### config.mk
export PLATFORM = sky130hd
export DESIGN_NAME = coupler_chain
export DESIGN_NICKNAME = d
export VERILOG_FILES = /design/src/sort_pkg.sv /design/src/coupler.sv /design/src/coupler_chain.sv /design/src/elem_fifo.sv
export SDC_FILE = /design/constraint.sdc
export NUM_CORES = 2
export LEC_CHECK = 0
export ABC_AREA = 1
export BUFFER_PORTS_ARGS = -buffer_cell sky130_fd_sc_hd__buf_2
export CAP_MARGIN = 40
export CORE_ASPECT_RATIO = 1.75
export CORE_UTILIZATION = 41
export CTS_BUF_LIST = sky130_fd_sc_hd__clkbuf_4 sky130_fd_sc_hd__clkbuf_8 sky130_fd_sc_hd__clkbuf_16
export CTS_CLUSTER_DIAMETER = 120
export DETAILED_ROUTE_END_ITERATION = 10
export PLACE_DENSITY = 0.59
export SYNTH_ARGS = -nofsm -noshare
export SYNTH_HDL_FRONTEND = slang
export SYNTH_MEMORY_MAX_BITS = 65536
export SYNTH_SLANG_ARGS = --single-unit
### constraint.sdc
create_clock -name i_clk -period 19.6 [get_ports i_clk]
set_clock_uncertainty 0.15 [all_clocks]
set_input_delay 0.98 -clock i_clk [delete_from_list [all_inputs] [get_ports i_clk]]
set_output_delay 0.98 -clock i_clk [all_outputs]
set_load 0.03 [all_outputs]
### src/sort_pkg.sv
package sort_pkg;

  // key and record widths along the widening path.
  localparam int KEY_W  = 32;         // one sorted key.
  localparam int PAIR_W = 2 * KEY_W;  // two keys after the first coupler.
  localparam int QUAD_W = 2 * PAIR_W; // four keys after the second coupler.

  // every queue in the datapath has the same depth.
  localparam int FIFO_DEPTH = 16;
  localparam int FIFO_AW    = $clog2(FIFO_DEPTH); // pointer width.

endpackage

### src/coupler.sv
`timescale 1ns/1ps

module coupler #(
  parameter int IN_W = 32
) (
  input  logic              i_clk,
  input  logic              i_rst_n,
  input  logic [IN_W-1:0]   i_data,
  input  logic              i_enq,
  input  logic              i_deq,
  output logic [2*IN_W-1:0] o_data,
  output logic              o_full,
  output logic              o_empty
);

  localparam int OUT_W = 2 * IN_W;

  typedef enum logic {
    ST_LOW  = 1'b0,
    ST_HIGH = 1'b1
  } state_t;

  state_t           state;
  state_t           state_nxt;

  logic [IN_W-1:0]  in_head;  // head word of the input queue.
  logic             in_empty;
  logic             in_deq;

  logic [OUT_W-1:0] out_word;
  logic             out_full;
  logic             out_enq;

  logic [IN_W-1:0]  low_q;    // key waiting for its partner.
  logic             low_load;
  logic             low_zero;
  logic [IN_W-1:0]  high_slot;

  elem_fifo #(
    .WIDTH (IN_W)
  ) u_in_fifo (
    .i_clk   (i_clk),
    .i_rst_n (i_rst_n),
    .i_data  (i_data),
    .i_enq   (i_enq),
    .i_deq   (in_deq),
    .o_data  (in_head),
    .o_full  (o_full),
    .o_empty (in_empty)
  );

  elem_fifo #(
    .WIDTH (OUT_W)
  ) u_out_fifo (
    .i_clk   (i_clk),
    .i_rst_n (i_rst_n),
    .i_data  (out_word),
    .i_enq   (out_enq),
    .i_deq   (i_deq),
    .o_data  (o_data),
    .o_full  (out_full),
    .o_empty (o_empty)
  );

  // a zero low key is the end-of-run sentinel and closes the pair alone.
  assign low_zero  = (low_q == '0);
  assign high_slot = low_zero ? '0 : in_head;
  assign out_word  = {high_slot, low_q}; // high slot in the upper half.

  // the low key is taken only when leaving the LOW state.
  assign low_load = (state == ST_LOW) & in_deq;

  always_comb begin
    state_nxt = state;
    in_deq    = 1'b0;
    out_enq   = 1'b0;
    case (state)
      ST_LOW: begin
        if (!in_empty && !out_full) begin
          in_deq    = 1'b1;
          state_nxt = ST_HIGH;
        end
      end
      ST_HIGH: begin
        if (!out_full && low_zero) begin
          out_enq   = 1'b1; // the next input word stays queued.
          state_nxt = ST_LOW;
        end else if (!out_full && !in_empty) begin
          in_deq    = 1'b1;
          out_enq   = 1'b1;
          state_nxt = ST_LOW;
        end
      end
      default: begin
        state_nxt = ST_LOW;
      end
    endcase
  end

  always_ff @(posedge i_clk or negedge i_rst_n) begin
    if (!i_rst_n) begin
      state <= ST_LOW;
    end else begin
      state <= state_nxt;
    end
  end

  always_ff @(posedge i_clk) begin
    if (low_load) begin
      low_q <= in_head;
    end
  end

endmodule

### src/coupler_chain.sv
`timescale 1ns/1ps

module coupler_chain
  import sort_pkg::*;
(
  input  logic              i_clk,
  input  logic              i_rst_n,
  input  logic [KEY_W-1:0]  i_data,
  input  logic              i_enq,
  input  logic              i_deq,
  output logic [QUAD_W-1:0] o_data,
  output logic              o_full,
  output logic              o_empty
);

  logic [PAIR_W-1:0] s1_data;  // head pair of the first stage.
  logic              s1_empty;
  logic              s2_full;

  // keys to pairs.
  coupler #(
    .IN_W (KEY_W)
  ) u_stage1 (
    .i_clk   (i_clk),
    .i_rst_n (i_rst_n),
    .i_data  (i_data),
    .i_enq   (i_enq),
    .i_deq   (~s2_full),  // pull a pair whenever stage 2 has room.
    .o_data  (s1_data),
    .o_full  (o_full),
    .o_empty (s1_empty)
  );

  // pairs to quads.
  coupler #(
    .IN_W (PAIR_W)
  ) u_stage2 (
    .i_clk   (i_clk),
    .i_rst_n (i_rst_n),
    .i_data  (s1_data),
    .i_enq   (~s1_empty), // push whenever stage 1 holds a pair.
    .i_deq   (i_deq),
    .o_data  (o_data),
    .o_full  (s2_full),
    .o_empty (o_empty)
  );

endmodule

### src/elem_fifo.sv
`timescale 1ns/1ps

module elem_fifo
  import sort_pkg::*;
#(
  parameter int WIDTH = KEY_W
) (
  input  logic             i_clk,
  input  logic             i_rst_n,
  input  logic [WIDTH-1:0] i_data,
  input  logic             i_enq,
  input  logic             i_deq,
  output logic [WIDTH-1:0] o_data,
  output logic             o_full,
  output logic             o_empty
);

  logic [WIDTH-1:0]   mem [FIFO_DEPTH];
  logic [FIFO_AW-1:0] wr_ptr;
  logic [FIFO_AW-1:0] rd_ptr;
  logic [FIFO_AW:0]   count;
  logic               wr_en;
  logic               rd_en;

  // the flags come straight from the registered occupancy.
  assign o_full  = (count == (FIFO_AW + 1)'(FIFO_DEPTH));
  assign o_empty = (count == '0);

  assign wr_en = i_enq & ~o_full;  // an enqueue while full is dropped.
  assign rd_en = i_deq & ~o_empty; // a dequeue while empty is ignored.

  // the head word is always on the output.
  assign o_data = mem[rd_ptr];

  always_ff @(posedge i_clk) begin
    if (wr_en) begin
      mem[wr_ptr] <= i_data;
    end
  end

  always_ff @(posedge i_clk or negedge i_rst_n) begin
    if (!i_rst_n) begin
      wr_ptr <= '0;
    end else if (wr_en) begin
      wr_ptr <= wr_ptr + FIFO_AW'(1); // wraps at the depth.
    end
  end

  always_ff @(posedge i_clk or negedge i_rst_n) begin
    if (!i_rst_n) begin
      rd_ptr <= '0;
    end else if (rd_en) begin
      rd_ptr <= rd_ptr + FIFO_AW'(1);
    end
  end

  always_ff @(posedge i_clk or negedge i_rst_n) begin
    if (!i_rst_n) begin
      count <= '0;
    end else begin
      case ({wr_en, rd_en})
        2'b10: begin
          count <= count + (FIFO_AW + 1)'(1);
        end
        2'b01: begin
          count <= count - (FIFO_AW + 1)'(1);
        end
        default: begin
          count <= count; // both or neither leaves the occupancy alone.
        end
      endcase
    end
  end

endmodule

**Word level (Yosys, flattened, before mapping)**

Memories as Yosys holds them, arrays and structs flattened.
Index checks and enable logic that the tools add are counted.
Widths: inputs -> output; s select.

- Flip-flop bits (word level): 150
- Memory bits (writable): 4608
- Output and inout bits: 130
- Memories kept: 4

Memories:

| memory | depth | bits a word | rd ports | clocked after memory_dff | write ports | line | source |
|---|---|---|---|---|---|---|---|
| u_stage2.u_out_fifo.mem | 16 | 128 | 1 | 0 | 1 | elem_fifo.sv:18 | `logic [WIDTH-1:0] mem [FIFO_DEPTH];` |
| u_stage1.u_out_fifo.mem | 16 | 64 | 1 | 0 | 1 | elem_fifo.sv:18 |  |
| u_stage2.u_in_fifo.mem | 16 | 64 | 1 | 0 | 1 | elem_fifo.sv:18 |  |
| u_stage1.u_in_fifo.mem | 16 | 32 | 1 | 0 | 1 | elem_fifo.sv:18 |  |

- Add/subtract/negate cells: 16
- Equal/unequal tests: 12
- Muxes and demuxes: 30
- Bitwise gates (word level): 19
- Reduce and logical (&&, ||, !) cells: 18

Operators by type and width:

| kind | count |
|---|---|
| $logic_not 64->1 | 1 |
| $mux 64 | 1 |
| $pmux 5 s2 | 4 |
| $add 4x1->4 const B | 8 |
| $logic_not 32->1 | 1 |
| $mux 32 | 1 |
| $add 5x1->5 const B | 4 |
| $eq 5x5->1 const B | 4 |
| $logic_not 5->1 | 4 |
| $mux 1 | 20 |
| $sub 5x1->5 const B | 4 |
| $not 1->1 | 10 |
| $and 1x1->1 | 9 |
| $eq 2x1->1 const B | 4 |
| $eq 2x2->1 const B | 4 |
| $pmux 1 s2 | 4 |
| $reduce_bool 2->1 | 4 |
| $logic_and 1x1->1 | 4 |
| $logic_not 1->1 | 4 |

**Logic depth before layout (Yosys ltp)**

- Depth in word-level cells: 9
- Mapped depth: 20

**Hierarchy**

A second synthesis with hierarchy kept.

- Cells, all modules: 17791
- Area, all modules: 196216.9 µm²

By module, submodules not included:

| module | times used | cells an instance | area an instance (µm²) |
|---|---|---|---|
| elem_fifo (u_stage1.u_out_fifo ...) | 2 | 4101 | 43628.1 |
| elem_fifo (u_stage2.u_out_fifo) | 1 | 7059 | 82551.7 |
| elem_fifo (u_stage1.u_in_fifo) | 1 | 2113 | 22187.5 |
| coupler (u_stage2) | 1 | 274 | 2783.9 |
| coupler (u_stage1) | 1 | 141 | 1430.1 |
| coupler_chain | 1 | 2 | 7.5 |

**Worst setup path before layout**

OpenSTA, ideal clock, no wires.

- Path type: flip-flop to flip-flop
- From: register u_stage2.low_q[63]
- To: memory u_stage2.u_out_fifo.mem[12][0] in the netlist's numbering, enable pin
- Arrival: 6.772 ns
- Slack: 12.061 ns
- Cell stages (with the launch flop): 11
- Path buffers: 1
- Period minus slack after synthesis: 7.539 ns
- Cells stage by stage: edfxtp_1 nor2_1 nand2_1 nor2_1 nand2_1 nor2_1 nand2_1 nand2_1 nand2_1 clkbuf_1 nor2_1

- Longest elaborated chain between the ends: 7

RTL lines:

| item | line | source |
|---|---|---|
| from (decl) | coupler.sv:34 | `logic [IN_W-1:0] low_q;` |
| from (signal assigned) | coupler.sv:110 | `low_q <= in_head;` |
| $logic_not 64->1 | coupler.sv:66 | `assign low_zero = (low_q == '0);` |
| $logic_and 1x1->1 | coupler.sv:85 | `if (!out_full && low_zero) begin` |
| $mux 1 | coupler.sv:85 |  |
| $mux 1 | coupler.sv:77 | `case (state)` |
| $and 1x1->1 | elem_fifo.sv:29 | `assign wr_en = i_enq & ~o_full;` |
| $mux 1 | elem_fifo.sv:36 | `if (wr_en) begin` |
| $mux 1 (implied by the code) | elem_fifo.sv:37 | `mem[wr_ptr] <= i_data;` |
| to (decl) | elem_fifo.sv:18 |  |

Every way passes these cells.

**Worst setup path after layout**

- From: register u_stage2.u_out_fifo.rd_ptr[1]
- To: output port o_data[121]

- Longest elaborated chain between the ends: 1

RTL lines:

| item | line | source |
|---|---|---|
| from (decl) | elem_fifo.sv:20 | `logic [FIFO_AW-1:0] rd_ptr;` |
| from (signal assigned) | elem_fifo.sv:53 | `rd_ptr <= rd_ptr + FIFO_AW'(1);` |
| $mem_v2 16x128 | -- |  |
| to (decl) | coupler_chain.sv:11 | `output logic [QUAD_W-1:0] o_data,` |

Every way passes these cells.

==> flow_metrics.env <==
export IMPL_status="finished clean"
export IMPL_cts_max_path_buffers=4
export IMPL_io_pins=166
export IMPL_drt_initial_drc_count=11159
export IMPL_timing_final_crit_share_pct=43.6
export IMPL_clk_latency_ns=0.99
export IMPL_yosysMostFrequentCell="edfxtp_1"
export IMPL_synth_area_leader_cell="edfxtp_1"
export IMPL_num_rows=326
export IMPL_drt_first_pass_iters=7
export IMPL_path_depth=11
export IMPL_die_w_um=511
export IMPL_clkTransAtPathRegs_ns=0.07
export IMPL_critPathKind="flop to primary output"
export IMPL_wire_per_inst_um=25.2
export IMPL_ys_types=38
export IMPL_hold_violations=0
export IMPL_cp_slowest_stage_delay_ns=0.77
export IMPL_cp_data_required_time_ns=18.47
export IMPL_initial_core_util_pct=41.2
export IMPL_cts_tree="done"
export IMPL_root_buffer="clkbuf_16"
export IMPL_antenna_found_initial=31
export IMPL_dieArea_mm2=0.456
export IMPL_worst_slack_ns=11.05
export IMPL_syn_num_nets=14082
export IMPL_yosys_top_cells_area="edfxtp_1 76%, o21ai_0 5.6%, nor2_1 5.2%, nand2_1 2.9%, o211ai_1 1.6%"
export IMPL_drc_errors=0
export IMPL_cts_made_buffers=419
export IMPL_fin_tns_setup_ns=0
export IMPL_ys_warn_count=0
export IMPL_synth_seq_cells=4758
export IMPL_max_slew_margin_pct=30.0
export IMPL_end_kind="primary output"
export IMPL_max_freq_ghz=0.117
export IMPL_first_global_vias=110324
export IMPL_finalMaxSlewViolations=0
export IMPL_critPathLaunchType="flop"
export IMPL_crit_top_cell="buf_4"
export IMPL_fin_nets=14038
export IMPL_pre_cts_ws_ns=12.02
export IMPL_vias=114071
export IMPL_whs_ns=0.214
export IMPL_vdd_drop_max_mv=0.121
export IMPL_worst_path_buf_inv=7
export IMPL_post_cts_buffers=0
export IMPL_max_slew_worst_pin_slew_ns=1.05
export IMPL_coreArea_mm2=0.451
export IMPL_hp_class="input port to flop"
export IMPL_async_flop_share_pct=1.13
export IMPL_track_usage_pct=21.6
export IMPL_critPathTopFamily="buffers and inverters"
export IMPL_cts_resized=0
export IMPL_wirelength_um=510000
export IMPL_synth_flop_cell="edfxtp_1"
export IMPL_gp_congestion=0.767
export IMPL_rsz0062_at_grt="no"
export IMPL_p_leak_nw=67.6
export IMPL_die_y_um=893
export IMPL_io_buffers=165
export IMPL_syn_area_mm2=0.186
export IMPL_drive_above_1_share_pct=8.74
export IMPL_htree_levels=5
export IMPL_power_density_mw_per_mm2=185
export IMPL_critPathSlowestCell="buf_4"
export IMPL_setup_violations=0
export IMPL_cts_sinks=4758
export IMPL_grt_pass1_wl_um=735000
export IMPL_dpl_hpwl_um=274000
export IMPL_avgSynthCellArea_um2=13.3
export IMPL_grt_max_degree=225
export IMPL_reg2regPathDepth=14
export IMPL_cap_violations=0
export IMPL_crit_fanout=158
export IMPL_ant_nets=0
export IMPL_arrival_ns=7.42
export IMPL_crit_chain="buf_12 -> buf_4 -> buf_4 -> buf_4 -> buf_4 -> buf_4 -> o21ai_0 -> o22ai_1 -> o21ai_0 -> o21ai_0 -> buf_2"
export IMPL_synth_top_area_share_pct=75.9
export IMPL_min_period_ns=8.55
export IMPL_overflow=0
export IMPL_synthCells=14008
export IMPL_ys_seq_area_share_pct=76.7
export IMPL_synthTopCellsByCount="4704 x edfxtp_1, 2572 x nor2_1, 2079 x o21ai_0"
export IMPL_via_per_inst=5.64
export IMPL_area_growth_pct=11.8
export IMPL_synth_edff_count=4704
export IMPL_min_path_cells=1
==> path summary, 6_finish.rpt <==
check                                                    from                               to  slack, ns
min in group asynchronous                             i_rst_n     u_stage1.u_in_fifo.wr_ptr[2]       0.31
worst min-delay path                               i_data[14]   u_stage1.u_in_fifo.mem[10][14]       0.21
worst max register to register             u_stage2.low_q[39]  u_stage2.u_out_fifo.mem[11][91]      13.39
max in group asynchronous                             i_rst_n     u_stage1.u_in_fifo.rd_ptr[1]      17.73
worst min register to register    u_stage1.u_in_fifo.count[0]      u_stage1.u_in_fifo.count[0]       0.36
worst max-delay path            u_stage2.u_out_fifo.rd_ptr[1]                      o_data[121]      11.05
==> worst register-to-register path: stages, from the launching register on <==
cell,delay [ns]
edfxtp_1,0.64
nor2_1,0.19
nand2_1,0.12
nor2_1,0.45
nand2_1,0.11
nor2_1,0.20
nand2_4,0.26
nand2_1,0.31
nand2_2,0.34
buf_16,0.29
nor2_4,0.54
buf_4,0.40
buf_16,0.29
buf_4,0.66
buf_4,0.76
==> where the power goes <==
part | leakage, nW | internal (W) | switching (W)
clock network | 6.88 | 0.00471 | 0.00366
registers | 43.3 | 0.0154 | 0.000975
logic | 17.5 | 0.00300 | 0.0107
total | 67.6 | 0.0231 | 0.0153
==> final cells by class <==
type	count	area [um2]
antenna	25	62.6
clock buffer	510	11300
clock inverter	255	2490
fill	39246	243000
inverter	142	622
multi-input combinational	8161	39100
sequential	4758	143000
tap	5904	7390
timing repair buffer	482	4250
==> cells in the final DEF (no fill, tap or decap), types with 4 or more instances in the layout <==
cell type,instances
edfxtp_1,4704
nor2_1,2505
o21ai_0,2079
nand2_1,1426
clkbuf_16,428
o211ai_1,407
nand3_1,397
o21ai_1,328
a21oi_1,309
o22ai_1,254
buf_4,249
o221ai_1,237
buf_2,164
inv_1,129
clkinv_1,104
clkbuf_4,81
clkinv_2,79
nor2_4,67
a31oi_1,55
bufinv_16,45
dfrtp_1,38
ha_1,35
buf_16,33
buf_12,26
diode_2,25
xor2_1,25
dfrtp_4,14
clkinvlp_4,11
xnor2_1,9
nand4_1,7
a21oi_2,6
inv_8,5
buf_8,5
inv_16,4
inv_4,4
inv_6,4
clkinv_8,4
clkinv_16,4
buf_6,4
==> registers in the layout (all words and copies together) (netlist names), 5 cells and up <==
signal                     count
u_stage2.u_out_fifo.mem     2048
u_stage1.u_out_fifo.mem     1024
u_stage2.u_in_fifo.mem      1024
u_stage1.u_in_fifo.mem       512
u_stage2.low_q                64
u_stage1.low_q                32
u_stage1.u_in_fifo.count       5
u_stage1.u_out_fifo.count      5
u_stage2.u_in_fifo.count       5
u_stage2.u_out_fifo.count      5
==> through the flow <==
step | util [%] | total power (W) | cell area, um2 | std cells
4_1_cts | 46.1 | 0.0386 | 208000 | 20212
5_1_grt | 46.1 | 0.0401 | 208000 | 20227
3_3_place_gp | 42.7 | 0.0299 | 193000 | 19380
2_1_floorplan | - | 0.0244 | 186000 | 14008
3_5_place_dp | 43.0 | 0.0303 | 194000 | 19446
6_report | 46.1 | 0.0384 | 208000 | 20237
==> per-layer routing <==
layer | wire, um | track usage, % | up-vias | share of wire (%)
li1 | - | - | 51434 | -
met1 | 194000 | 25.2 | 58094 | 38
met2 | 268000 | 40.2 | 3620 | 53
met3 | 26700 | 2.50 | 899 | 5.2
met4 | 21400 | 8.77 | 24 | 4.2
met5 | 161 | 0 | - | 0.032
==> timing repair <==
action / 4_1_cts / 5_1_grt
endpoints found under the hold margin: 10 / 0
hold buffers: 1 / 0
setup endpoints to repair: 0 / 0
==> kinds of logic after synthesis <==
logic type	Yosys count	synth area share [%]
AOI/OAI and AO/OA	3679	11.1
xor gates and xnor gates	34	0.160
adders and majority gates	38	0.268
buffers and inverters	1089	2.58
DFF	4758	76.7
and+or+nand+nor	4410	9.18
(Power assumes the default switching activity.)
